--- config.mk ---
export PLATFORM = sky130hd
export DESIGN_NAME = int_pipe_top
export DESIGN_NICKNAME = d
export VERILOG_FILES = /design/src/int_pipe_pkg.sv /design/src/issue_if.sv /design/src/int_alu.sv /design/src/int_pipe_top.sv /design/src/issue_decode.sv /design/src/issue_queue.sv /design/src/pipe_int.sv
export VERILOG_INCLUDE_DIRS = /design/src /design/src/src
export SDC_FILE = /design/constraint.sdc
export NUM_CORES = 1
export LEC_CHECK = 0
export ABC_AREA = 1
export ABC_CLOCK_PERIOD_IN_PS = 11160
export BUFFER_PORTS_ARGS = -buffer_cell sky130_fd_sc_hd__buf_2
export CORE_ASPECT_RATIO = 0.7
export CORE_UTILIZATION = 30
export DETAILED_ROUTE_END_ITERATION = 8
export GPL_TIMING_DRIVEN = 0
export PLACE_DENSITY_LB_ADDON = 0.1
export SLEW_MARGIN = 40
export SYNTH_ARGS = -nofsm -noshare
export SYNTH_HDL_FRONTEND = slang
export SYNTH_SLANG_ARGS = --single-unit
--- constraint.sdc ---
create_clock -name clk_i -period 11.16 [get_ports clk_i]
set_input_delay 0.558 -clock clk_i [delete_from_list [all_inputs] [get_ports clk_i]]
set_output_delay 0.558 -clock clk_i [all_outputs]
set_load 0.1 [all_outputs]
--- src/int_pipe_defs.svh ---
/* Integer pipe parameters
   Data width and default issue queue depth */

`ifndef INT_PIPE_DEFS_SVH
`define INT_PIPE_DEFS_SVH

// Width of data, operands and PC
`define INT_PIPE_XLEN 32

// Default number of issue queue entries
`define INT_PIPE_QDEPTH 4

`endif

--- src/int_pipe_pkg.sv ---
/* Integer pipe types
   ALU operations, decoded control word and RV32 instruction formats */

package int_pipe_pkg;

   // RV32 base opcodes handled by the pipe
   localparam logic [6:0] opc_op     = 7'b0110011;
   localparam logic [6:0] opc_op_imm = 7'b0010011;
   localparam logic [6:0] opc_auipc  = 7'b0010111;
   localparam logic [6:0] opc_branch = 7'b1100011;
   localparam logic [6:0] opc_jal    = 7'b1101111;
   localparam logic [6:0] opc_jalr   = 7'b1100111;

   // Compare ops return their flag in bit 0
   typedef enum logic [3:0] {
      op_add, op_sub, op_sll, op_slt, op_sltu, op_xor, op_srl, op_sra,
      op_or, op_and, op_eq, op_ne, op_lt, op_ge, op_ltu, op_geu
   } int_op_e;

   typedef struct packed {
      int_op_e fu_op;
      logic    src1_sel;   // PC in place of rs1
      logic    src2_sel;   // Immediate in place of rs2
      logic    baddr_sel;  // rs1 as branch base
      logic    result_sel; // Data is PC+4
      logic    br_v;
      logic    jmp_v;
      logic    illegal;
   } int_decode_s;

   typedef struct packed {
      logic [6:0] funct7;
      logic [4:0] rs2;
      logic [4:0] rs1;
      logic [2:0] funct3;
      logic [4:0] rd;
      logic [6:0] opcode;
   } rv_r_s;

   typedef struct packed {
      logic [11:0] imm_11_0;
      logic [4:0]  rs1;
      logic [2:0]  funct3;
      logic [4:0]  rd;
      logic [6:0]  opcode;
   } rv_i_s;

   typedef struct packed {
      logic       imm_12;
      logic [5:0] imm_10_5;
      logic [4:0] rs2;
      logic [4:0] rs1;
      logic [2:0] funct3;
      logic [3:0] imm_4_1;
      logic       imm_11;
      logic [6:0] opcode;
   } rv_b_s;

   // Upper bits also serve as the U immediate
   typedef struct packed {
      logic       imm_20;
      logic [9:0] imm_10_1;
      logic       imm_11;
      logic [7:0] imm_19_12;
      logic [4:0] rd;
      logic [6:0] opcode;
   } rv_j_s;

   typedef union packed {
      rv_r_s r;
      rv_i_s i;
      rv_b_s b;
      rv_j_s j;
   } rv_instr_u;

endpackage

--- src/issue_if.sv ---
/* Issue channel
   One decoded operation with its operands under valid/ready */

`timescale 1ns/10ps
`include "int_pipe_defs.svh"

interface issue_if;
   import int_pipe_pkg::*;

   logic                       valid;
   logic                       ready;
   int_decode_s                decode;
   logic [`INT_PIPE_XLEN-1:0]  pc;
   logic [`INT_PIPE_XLEN-1:0]  rs1;
   logic [`INT_PIPE_XLEN-1:0]  rs2;
   logic [`INT_PIPE_XLEN-1:0]  imm;

   // Sending side
   modport src (
      output valid, decode, pc, rs1, rs2, imm,
      input  ready
   );

   // Receiving side
   modport dst (
      input  valid, decode, pc, rs1, rs2, imm,
      output ready
   );

endinterface

--- src/int_alu.sv ---
/* Integer ALU
   Arithmetic, logic, shift and compare on two operands */

`timescale 1ns/10ps
`include "int_pipe_defs.svh"

module int_alu (
   input  logic [`INT_PIPE_XLEN-1:0] src1_i,
   input  logic [`INT_PIPE_XLEN-1:0] src2_i,
   input  int_pipe_pkg::int_op_e     op_i,
   output logic [`INT_PIPE_XLEN-1:0] result_o
);
   import int_pipe_pkg::*;

   logic [4:0] shamt;
   logic       lt_s;
   logic       lt_u;
   logic       eq;

   assign shamt = src2_i[4:0];
   assign lt_s  = $signed(src1_i) < $signed(src2_i);
   assign lt_u  = src1_i < src2_i;
   assign eq    = src1_i == src2_i;

   always_comb
   begin
      case (op_i)
         op_add:  result_o = src1_i + src2_i;
         op_sub:  result_o = src1_i - src2_i;
         op_sll:  result_o = src1_i << shamt;
         op_srl:  result_o = src1_i >> shamt;
         op_sra:  result_o = $unsigned($signed(src1_i) >>> shamt);
         op_xor:  result_o = src1_i ^ src2_i;
         op_or:   result_o = src1_i | src2_i;
         op_and:  result_o = src1_i & src2_i;
         // Flag only, upper bits zero
         op_slt:  result_o = `INT_PIPE_XLEN'(lt_s);
         op_sltu: result_o = `INT_PIPE_XLEN'(lt_u);
         op_eq:   result_o = `INT_PIPE_XLEN'(eq);
         op_ne:   result_o = `INT_PIPE_XLEN'(!eq);
         op_lt:   result_o = `INT_PIPE_XLEN'(lt_s);
         op_ge:   result_o = `INT_PIPE_XLEN'(!lt_s);
         op_ltu:  result_o = `INT_PIPE_XLEN'(lt_u);
         default: result_o = `INT_PIPE_XLEN'(!lt_u);
      endcase
   end

endmodule

--- src/int_pipe_top.sv ---
/* Integer execute subsystem
   Decoder, issue queue and integer pipe in series */

`timescale 1ns/10ps
`include "int_pipe_defs.svh"

module int_pipe_top (
   input  logic                      clk_i,
   input  logic                      rst_n_i,
   input  logic                      instr_valid_i,
   output logic                      instr_ready_o,
   input  logic [31:0]               instr_i,
   input  logic [`INT_PIPE_XLEN-1:0] pc_i,
   input  logic [`INT_PIPE_XLEN-1:0] rs1_i,
   input  logic [`INT_PIPE_XLEN-1:0] rs2_i,
   input  logic                      res_ready_i,
   output logic                      res_valid_o,
   output logic [`INT_PIPE_XLEN-1:0] res_data_o,
   output logic [`INT_PIPE_XLEN-1:0] res_br_tgt_o,
   output logic                      res_btaken_o,
   output logic                      res_illegal_o
);

   issue_if q_in ();
   issue_if q_out ();

   issue_decode u_issue_decode (
      .clk_i         (clk_i),
      .rst_n_i       (rst_n_i),
      .instr_valid_i (instr_valid_i),
      .instr_ready_o (instr_ready_o),
      .instr_i       (instr_i),
      .pc_i          (pc_i),
      .rs1_i         (rs1_i),
      .rs2_i         (rs2_i),
      .issue_o       (q_in.src)
   );

   issue_queue #(
      .depth_p (`INT_PIPE_QDEPTH)
   ) u_issue_queue (
      .clk_i   (clk_i),
      .rst_n_i (rst_n_i),
      .enq_i   (q_in.dst),
      .deq_o   (q_out.src)
   );

   pipe_int u_pipe_int (
      .clk_i         (clk_i),
      .rst_n_i       (rst_n_i),
      .issue_i       (q_out.dst),
      .res_ready_i   (res_ready_i),
      .res_valid_o   (res_valid_o),
      .res_data_o    (res_data_o),
      .res_br_tgt_o  (res_br_tgt_o),
      .res_btaken_o  (res_btaken_o),
      .res_illegal_o (res_illegal_o)
   );

endmodule

--- src/issue_decode.sv ---
/* Issue decoder
   Registers incoming instructions as decoded operations with immediates */

`timescale 1ns/10ps
`include "int_pipe_defs.svh"

module issue_decode (
   input  logic                      clk_i,
   input  logic                      rst_n_i,
   input  logic                      instr_valid_i,
   output logic                      instr_ready_o,
   input  logic [31:0]               instr_i,
   input  logic [`INT_PIPE_XLEN-1:0] pc_i,
   input  logic [`INT_PIPE_XLEN-1:0] rs1_i,
   input  logic [`INT_PIPE_XLEN-1:0] rs2_i,
   issue_if.src                      issue_o
);
   import int_pipe_pkg::*;

   function automatic int_op_e alu_op(input logic [2:0] funct3, input logic alt);
      int_op_e op;
      case (funct3)
         3'b000:  op = alt ? op_sub : op_add;
         3'b001:  op = op_sll;
         3'b010:  op = op_slt;
         3'b011:  op = op_sltu;
         3'b100:  op = op_xor;
         3'b101:  op = alt ? op_sra : op_srl;
         3'b110:  op = op_or;
         default: op = op_and;
      endcase
      return op;
   endfunction

   rv_instr_u                  instr;
   int_decode_s                dec;
   logic [`INT_PIPE_XLEN-1:0]  imm;
   logic                       alt;

   logic                       valid_q;
   int_decode_s                decode_q;
   logic [`INT_PIPE_XLEN-1:0]  pc_q;
   logic [`INT_PIPE_XLEN-1:0]  rs1_q;
   logic [`INT_PIPE_XLEN-1:0]  rs2_q;
   logic [`INT_PIPE_XLEN-1:0]  imm_q;

   assign instr = instr_i;

   // Bit 30 selects SUB only for register ops, SRA for both
   assign alt = instr.r.funct7[5]
                & ((instr.r.opcode == opc_op) | (instr.r.funct3 == 3'b101));

   always_comb
   begin
      dec       = '0;
      dec.fu_op = op_add;
      imm       = '0;
      case (instr.r.opcode)
         opc_op:
            dec.fu_op = alu_op(instr.r.funct3, alt);
         opc_op_imm:
         begin
            dec.fu_op    = alu_op(instr.i.funct3, alt);
            dec.src2_sel = 1'b1;
            imm = {{(`INT_PIPE_XLEN-12){instr.i.imm_11_0[11]}}, instr.i.imm_11_0};
         end
         opc_auipc:
         begin
            dec.src1_sel = 1'b1;
            dec.src2_sel = 1'b1;
            imm = {instr.j.imm_20, instr.j.imm_10_1, instr.j.imm_11,
                   instr.j.imm_19_12, 12'b0};
         end
         opc_jal:
         begin
            dec.jmp_v      = 1'b1;
            dec.result_sel = 1'b1;
            imm = {{(`INT_PIPE_XLEN-21){instr.j.imm_20}}, instr.j.imm_20,
                   instr.j.imm_19_12, instr.j.imm_11, instr.j.imm_10_1, 1'b0};
         end
         opc_jalr:
         begin
            dec.jmp_v      = 1'b1;
            dec.result_sel = 1'b1;
            dec.baddr_sel  = 1'b1;
            imm = {{(`INT_PIPE_XLEN-12){instr.i.imm_11_0[11]}}, instr.i.imm_11_0};
         end
         opc_branch:
         begin
            dec.br_v = 1'b1;
            imm = {{(`INT_PIPE_XLEN-13){instr.b.imm_12}}, instr.b.imm_12,
                   instr.b.imm_11, instr.b.imm_10_5, instr.b.imm_4_1, 1'b0};
            case (instr.b.funct3)
               3'b000:  dec.fu_op = op_eq;
               3'b001:  dec.fu_op = op_ne;
               3'b100:  dec.fu_op = op_lt;
               3'b101:  dec.fu_op = op_ge;
               3'b110:  dec.fu_op = op_ltu;
               3'b111:  dec.fu_op = op_geu;
               default: dec.illegal = 1'b1;
            endcase
         end
         default:
            dec.illegal = 1'b1;
      endcase
   end

   // Free slot, or the held operation leaves this cycle
   assign instr_ready_o = ~valid_q | issue_o.ready;

   always_ff @(posedge clk_i)
   begin
      if (!rst_n_i)
         valid_q <= 1'b0;
      else if (instr_ready_o)
         valid_q <= instr_valid_i;
   end

   always_ff @(posedge clk_i)
   begin
      if (instr_valid_i && instr_ready_o)
      begin
         decode_q <= dec;
         pc_q     <= pc_i;
         rs1_q    <= rs1_i;
         rs2_q    <= rs2_i;
         imm_q    <= imm;
      end
   end

   assign issue_o.valid  = valid_q;
   assign issue_o.decode = decode_q;
   assign issue_o.pc     = pc_q;
   assign issue_o.rs1    = rs1_q;
   assign issue_o.rs2    = rs2_q;
   assign issue_o.imm    = imm_q;

   // A stalled instruction at the input stays in place until taken
   ap_instr_hold: assert property (@(posedge clk_i) disable iff (!rst_n_i)
      instr_valid_i && !instr_ready_o |=> instr_valid_i
         && $stable({instr_i, pc_i, rs1_i, rs2_i}));

endmodule

--- src/issue_queue.sv ---
/* Issue queue
   Circular buffer of decoded operations between decoder and integer pipe */

`timescale 1ns/10ps
`include "int_pipe_defs.svh"

module issue_queue #(
   parameter int depth_p = `INT_PIPE_QDEPTH
) (
   input  logic clk_i,
   input  logic rst_n_i,
   issue_if.dst enq_i,
   issue_if.src deq_o
);
   import int_pipe_pkg::*;

   localparam int ptr_w_lp = (depth_p > 1) ? $clog2(depth_p) : 1;
   localparam int cnt_w_lp = $clog2(depth_p + 1);

   int_decode_s               decode_mem [depth_p];
   logic [`INT_PIPE_XLEN-1:0] pc_mem     [depth_p];
   logic [`INT_PIPE_XLEN-1:0] rs1_mem    [depth_p];
   logic [`INT_PIPE_XLEN-1:0] rs2_mem    [depth_p];
   logic [`INT_PIPE_XLEN-1:0] imm_mem    [depth_p];

   logic [ptr_w_lp-1:0] wr_ptr_q;
   logic [ptr_w_lp-1:0] rd_ptr_q;
   logic [cnt_w_lp-1:0] count_q;
   logic                enq_fire;
   logic                deq_fire;

   assign enq_i.ready = (count_q != cnt_w_lp'(depth_p));
   assign deq_o.valid = (count_q != '0);
   assign enq_fire    = enq_i.valid & enq_i.ready;
   assign deq_fire    = deq_o.valid & deq_o.ready;

   always_ff @(posedge clk_i)
   begin
      if (!rst_n_i)
      begin
         wr_ptr_q <= '0;
         rd_ptr_q <= '0;
         count_q  <= '0;
      end
      else
      begin
         if (enq_fire)
            wr_ptr_q <= (wr_ptr_q == ptr_w_lp'(depth_p - 1)) ? '0 : wr_ptr_q + 1'b1;
         if (deq_fire)
            rd_ptr_q <= (rd_ptr_q == ptr_w_lp'(depth_p - 1)) ? '0 : rd_ptr_q + 1'b1;
         if (enq_fire && !deq_fire)
            count_q <= count_q + 1'b1;
         else if (!enq_fire && deq_fire)
            count_q <= count_q - 1'b1;
      end
   end

   always_ff @(posedge clk_i)
   begin
      if (enq_fire)
      begin
         decode_mem[wr_ptr_q] <= enq_i.decode;
         pc_mem[wr_ptr_q]     <= enq_i.pc;
         rs1_mem[wr_ptr_q]    <= enq_i.rs1;
         rs2_mem[wr_ptr_q]    <= enq_i.rs2;
         imm_mem[wr_ptr_q]    <= enq_i.imm;
      end
   end

   // Head entry read straight from the array
   assign deq_o.decode = decode_mem[rd_ptr_q];
   assign deq_o.pc     = pc_mem[rd_ptr_q];
   assign deq_o.rs1    = rs1_mem[rd_ptr_q];
   assign deq_o.rs2    = rs2_mem[rd_ptr_q];
   assign deq_o.imm    = imm_mem[rd_ptr_q];

   // Decoder keeps a stalled operation in place until it is written
   ap_enq_hold: assert property (@(posedge clk_i) disable iff (!rst_n_i)
      enq_i.valid && !enq_i.ready |=> enq_i.valid
         && $stable({enq_i.decode, enq_i.pc, enq_i.rs1, enq_i.rs2, enq_i.imm}));

endmodule

--- src/pipe_int.sv ---
/* Integer pipe
   Computes data, branch target and taken flag into a result register */

`timescale 1ns/10ps
`include "int_pipe_defs.svh"

module pipe_int (
   input  logic                      clk_i,
   input  logic                      rst_n_i,
   issue_if.dst                      issue_i,
   input  logic                      res_ready_i,
   output logic                      res_valid_o,
   output logic [`INT_PIPE_XLEN-1:0] res_data_o,
   output logic [`INT_PIPE_XLEN-1:0] res_br_tgt_o,
   output logic                      res_btaken_o,
   output logic                      res_illegal_o
);
   import int_pipe_pkg::*;

   int_decode_s               decode;
   logic [`INT_PIPE_XLEN-1:0] src1;
   logic [`INT_PIPE_XLEN-1:0] src2;
   logic [`INT_PIPE_XLEN-1:0] baddr;
   logic [`INT_PIPE_XLEN-1:0] pc_plus4;
   logic [`INT_PIPE_XLEN-1:0] alu_result;
   logic [`INT_PIPE_XLEN-1:0] data;
   logic [`INT_PIPE_XLEN-1:0] br_tgt;
   logic                      btaken;
   logic                      load;

   assign decode = issue_i.decode;

   int_alu u_int_alu (
      .src1_i   (src1),
      .src2_i   (src2),
      .op_i     (decode.fu_op),
      .result_o (alu_result)
   );

   always_comb
   begin
      src1     = decode.src1_sel  ? issue_i.pc  : issue_i.rs1;
      src2     = decode.src2_sel  ? issue_i.imm : issue_i.rs2;
      baddr    = decode.baddr_sel ? issue_i.rs1 : issue_i.pc;
      pc_plus4 = issue_i.pc + `INT_PIPE_XLEN'(4);
      btaken   = ((decode.br_v & alu_result[0]) | decode.jmp_v) & ~decode.illegal;
      br_tgt   = btaken ? baddr + issue_i.imm : pc_plus4;
      if (decode.illegal)
         data = '0;
      else
         data = decode.result_sel ? pc_plus4 : alu_result;
   end

   // Result register empty, or its content drains this cycle
   assign issue_i.ready = ~res_valid_o | res_ready_i;
   assign load          = issue_i.valid & issue_i.ready;

   always_ff @(posedge clk_i)
   begin
      if (!rst_n_i)
         res_valid_o <= 1'b0;
      else if (issue_i.ready)
         res_valid_o <= issue_i.valid;
   end

   always_ff @(posedge clk_i)
   begin
      if (load)
      begin
         res_data_o    <= data;
         res_br_tgt_o  <= br_tgt;
         res_btaken_o  <= btaken;
         res_illegal_o <= decode.illegal;
      end
   end

   // Queue head must not move while the pipe is stalled
   ap_issue_hold: assert property (@(posedge clk_i) disable iff (!rst_n_i)
      issue_i.valid && !issue_i.ready |=> issue_i.valid
         && $stable({issue_i.decode, issue_i.pc, issue_i.rs1, issue_i.rs2, issue_i.imm}));

endmodule

# Word-level counts from Yosys, hierarchy flattened
# Memories as Yosys holds them, arrays and structs flattened. A register that Yosys moved wholly into a read port is not among the register bits.
# Cells that the tools add are included.
# word_totals
register_bits	213
output_inout_bits	68
inputBits	132
mem_count	5
ram_bits	556
# op_classes
muxes	35
n_lt_le_gt_ge	2
bitwise_logic	15
addsub	8
reduce_logical	20
eq_ne	31
shift	3
# memory_table
memory	words	width	rd	rd_clocked_by_memory_dff	write_ports	line	source
u_issue_queue.imm_mem	4	32	1	1	1	issue_queue.sv:24	logic [`INT_PIPE_XLEN-1:0] imm_mem [depth_p];
u_issue_queue.pc_mem	4	32	1	1	1	issue_queue.sv:21	logic [`INT_PIPE_XLEN-1:0] pc_mem [depth_p];
u_issue_queue.rs1_mem	4	32	1	1	1	issue_queue.sv:22	logic [`INT_PIPE_XLEN-1:0] rs1_mem [depth_p];
u_issue_queue.rs2_mem	4	32	1	1	1	issue_queue.sv:23	logic [`INT_PIPE_XLEN-1:0] rs2_mem [depth_p];
u_issue_queue.decode_mem	4	11	1	1	1	issue_queue.sv:20	int_decode_s decode_mem [depth_p];
# op_table
cell	n
$pmux W32 S13	1
$mux W32	5
$pmux W32 S4	1
$add A32 B32 Y32	2
$lt A32 B32 Y1	2
$add A32 B3 Y32 const B	1
$and A32 B32 Y32	1
$eq A32 B32 Y1	1
$or A32 B32 Y32	1
$shl A32 B5 Y32	1
$shr A32 B5 Y32	1
$sshr A32 B5 Y32	1
$sub A32 B32 Y32	1
$xor A32 B32 Y32	1
$eq A4 B4 Y1 const B	7
$pmux W4 S7	1
$mux W2	12
$pmux W4 S6	1
$eq A7 B7 Y1 const B	3
$eq A4 B3 Y1 const B	4
$eq A7 B5 Y1 const B	2
$eq A3 B3 Y1 const B	4
$reduce_or A2 Y1	6
$mux W1	10
24 further kinds	44

# Longest topological paths before layout
# depth
depth_word	8
ltp_mapped	33
depth_no_buf	28

# Hierarchy
# From an unflattened synthesis, not the netlist that was laid out.
# unflattened
cells_unflattened	4809
area_unflattened_um2	42909.9
# by_module_without_submodules
module	area_per_inst_um2	seq_area_each_um2	cells_each	n_inst
issue_queue	21121.5	16876.2	1414	1
int_alu	9690.5	0.0	1953	1
pipe_int	7166.9	2001.9	1133	1
issue_decode	4931.0	4164.0	309	1

# Worst setup path before layout
# Ideal clock, no wire load.
# synth_path
path_type	reg-to-reg
start	reg u_issue_queue.count_q[0]
end	mem u_issue_queue.decode_mem[0][0] (netlist bit), enable pin
setup_ns	0.638
t_required_ns	10.522
path_buffers	0
path_slack_ns	4.114
stages_incl_launch_ff	5
arrival_ns	6.408
synth_period_minus_slack_ns	7.046
cell_sequence	dfxtp_1 -> nor2_1 -> nand2_1 -> nand2_1 -> nor2_1
# synth_between
elab_chain_len	4
# synth_lines
item	line	source
from (decl)	issue_queue.sv:28	logic [cnt_w_lp-1:0] count_q;
from (signal assigned)	issue_queue.sv:52	count_q <= count_q + 1'b1;
from (signal assigned)	issue_queue.sv:54	count_q <= count_q - 1'b1;
$ne A3 B3 Y1	issue_queue.sv:32	assign enq_i.ready = (count_q != cnt_w_lp'(depth_p));
$and A1 B1 Y1	issue_queue.sv:34	assign enq_fire = enq_i.valid & enq_i.ready;
$mux W1	issue_queue.sv:60	if (enq_fire)
$mux W1 (not written as such)	issue_queue.sv:62	decode_mem[wr_ptr_q] <= enq_i.decode;
to (decl)	issue_queue.sv:20	
# No other way between the ends.

==> results.cfg <==
[clock_tree]
post_cts_buffers = 0
ctsResizeCount = 0
numClockSinks = 767
cts_made_buffers = 82
clk_latency_ps = 700
htree_num_levels = 3
cts_tree = done
root_buffer = clkbuf_16
clk_pin_slew_ps = 60
hold_buffers = 24
clk_path_buf_depth = 3

[yosys]
postSynth.asyncResetShare = 0
yosysUniqueCellTypes = 57
synth_top_flop_cell = edfxtp_1
synth-seq-area-share = 0.546
yosys_warnings = 0
syn_nets = 4970
synth_edf_count = 756
syn_area_sq_um = 42000
synth.avg_cell_area_sq_um = 8.93
postSynthCellCount = 4699
ys_ff_latch = 767

[worst_setup_path]
path_class = reg -> reg
path_max_fanout = 10
cp-endpoint = u_pipe_int.res_data_o[21]
end_kind = register
required_ps = 11550
cp_slowest_cell = a31oi_1
regToRegSetupSlack_ps = 3540
r2r_cells = 24
critPathArrivalTime_ps = 8010
path_cells = inv_2, buf_6, buf_2, buf_2, clkbuf_1, clkbuf_1, clkbuf_1, nor2_1, o221ai_1, o21ai_1, ha_1, clkbuf_1, inv_1, a21oi_1, o21ai_0, a31oi_1, nand3_1, o21ai_0, nor2_1, nor2_1, o21ai_1, nand3b_1, nand2_1, a21oi_1
cpPeakStageDelay_ps = 520
rr_endpoint = u_pipe_int.res_data_o[21]
worstSetupStartpointType = register
cp_common_cell = clkbuf_1

[finish]
final_common_cell = nand2_1
nets = 5335
n_fill_cell = 14300
final_cell_mix = nand2_1 (1,273), edfxtp_1 (756), nand3_1 (517)
drive_gt1_frac = 0.108
syn2layout_area_growth_pct = 17.5

[detailed_routing]
vias = 35800
antenna_left = 0
vias_per_cell = 5.13
drt_iter0_drc = 4099
wl_per_cell_um = 26.6
drt-total-wl_um = 185000
firstDrtPassIters = 9
drc = 0

[floorplanning]
die_y_um = 315
core_sq_um = 138000
die_area_sq_um = 141000
num_rows = 114
die_width_um = 449
ios = 200
initial_utilization = 0.303

[global_route]
grt_use_total = 0.258
first_global_vias = 33600
grt_use_met1 = 0.387
antenna_found_initial = 5
overflow = 0
grt_max_degree = 60
grt.met2_usage = 0.373
top_usage_layer = met1
grt_pass1_wl_um = 259000
use_met3 = 0.0593

[sta]
fin_crit_ps = 7620
fmax_mhz = 131
fin_skew_ps = 44.9
finalCritPeriodShare = 0.683
relSlewSlack = 0.337
finalSetupViolations = 0
maxSlewViolCount = 0
finalHoldViolations = 0
worst_pin_slew_ps = 987
setup_slack_ps = 3540
rsz0062_at_grt = no

[place]
port_buffers = 199
dp_hpwl_um = 148000
gp_congestion = 1.02
place_ws_ps = 3610

[status]
status = finished, final reports clean

[job]
drv_cap = 0

[worst_hold_path]
hold_class = in -> reg
==> kinds of logic after synthesis <==
family,after synthesis,share of synthesized area
simple gates,2284,0.229
flops,767,0.546
buf+inv,725,0.0712
compound gates,720,0.0980
fa+ha+maj,139,0.0422
xor+xnor,63,0.0132
mux,1,0.000268
==> worst min-delay path by stage <==
stage | startpoint | endpoint | depth (start not counted)
after global placement | u_issue_decode.issue_o.imm[28] | u_issue_queue.imm_mem[0][28] | 0
after detailed placement | u_issue_decode.issue_o.rs2[29] | u_issue_queue.rs2_mem[2][29] | 0
after CTS | pc_i[26] | u_issue_decode.issue_o.pc[26] | 1
final | rs1_i[0] | u_issue_decode.issue_o.rs1[0] | 1
after floorplan | u_issue_decode.issue_o.decode[0] | u_issue_queue.decode_mem[0][0] | 0
after global routing | rs1_i[5] | u_issue_decode.issue_o.rs1[5] | 1
==> registers in the layout, summed over array words and instances, names as in the netlist, 3 cells and up, named ones only <==
signal                         count
u_issue_queue.imm_mem            128
u_issue_queue.pc_mem             128
u_issue_queue.rs1_mem            128
u_issue_queue.rs2_mem            128
u_issue_queue.decode_mem          40
u_issue_decode.issue_o.imm        32
u_issue_decode.issue_o.pc         32
u_issue_decode.issue_o.rs1        32
u_issue_decode.issue_o.rs2        32
u_pipe_int.res_br_tgt_o           32
u_pipe_int.res_data_o             32
u_issue_decode.issue_o.decode     10
u_issue_queue.count_q              3
==> stage by stage <==
step,area (sq um),setup TNS [ps],util,cells,hold WS (ps)
after global placement,45300,-1075870,0.327,6754,491
after detailed placement,46500,0,0.336,6812,490
after CTS,49200,0,0.356,6983,0.0792
final,49300,0,0.356,6984,49.8
after floorplan,42000,0,-,4699,459
after global routing,49300,0,0.356,6983,18.3
==> worst max-delay path: cells and delay by family (launching register included) <==
family / cells / cell delay (ps)
flip-flops: 1 / 380
AND/OR/NAND/NOR: 6 / 1230
AO/OA/AOI/OAI: 8 / 2190
adder cells (fa/ha/maj): 1 / 420
buffers and inverters: 9 / 3060
==> synthesized netlist by cell type (32+ instances only) <==
cell type / count / area, sq um
a21oi_1: 187 / 936
buf_2: 81 / 405
clkbuf_1: 85 / 319
edfxtp_1: 756 / 22700
ha_1: 135 / 1690
inv_1: 495 / 1860
nand2_1: 1273 / 4780
nand3_1: 517 / 2590
nand4_1: 62 / 388
nor2_1: 351 / 1320
nor3_1: 32 / 160
o211ai_1: 32 / 240
o21ai_0: 316 / 1580
o221ai_1: 34 / 298
o22ai_1: 53 / 332
xor2_1: 53 / 464
==> metal layers <==
metal | routed length [um] | vias up
li1 | - | 16800
met1 | 89700 | 17500
met2 | 76200 | 1421
met3 | 15600 | 173
met4 | 4050 | 2
met5 | 13 | -
==> final cells by class <==
cell class / count / area, sq um / area share
diodes: 1 / 2.50 / 0.0000508
plain buffers: 209 / 1050 / 0.0214
clock buffers: 111 / 2230 / 0.0453
clock inverters: 36 / 295 / 0.00599
inverters: 516 / 1940 / 0.0395
multi-input cells: 3207 / 16200 / 0.328
flip-flops and latches: 767 / 22900 / 0.465
well taps: 1856 / 2320 / 0.0471
repair buffers: 281 / 2350 / 0.0477
Power is not shown: default switching activity piles up to over one toggle a cycle in this logic, so the estimate is an artifact.
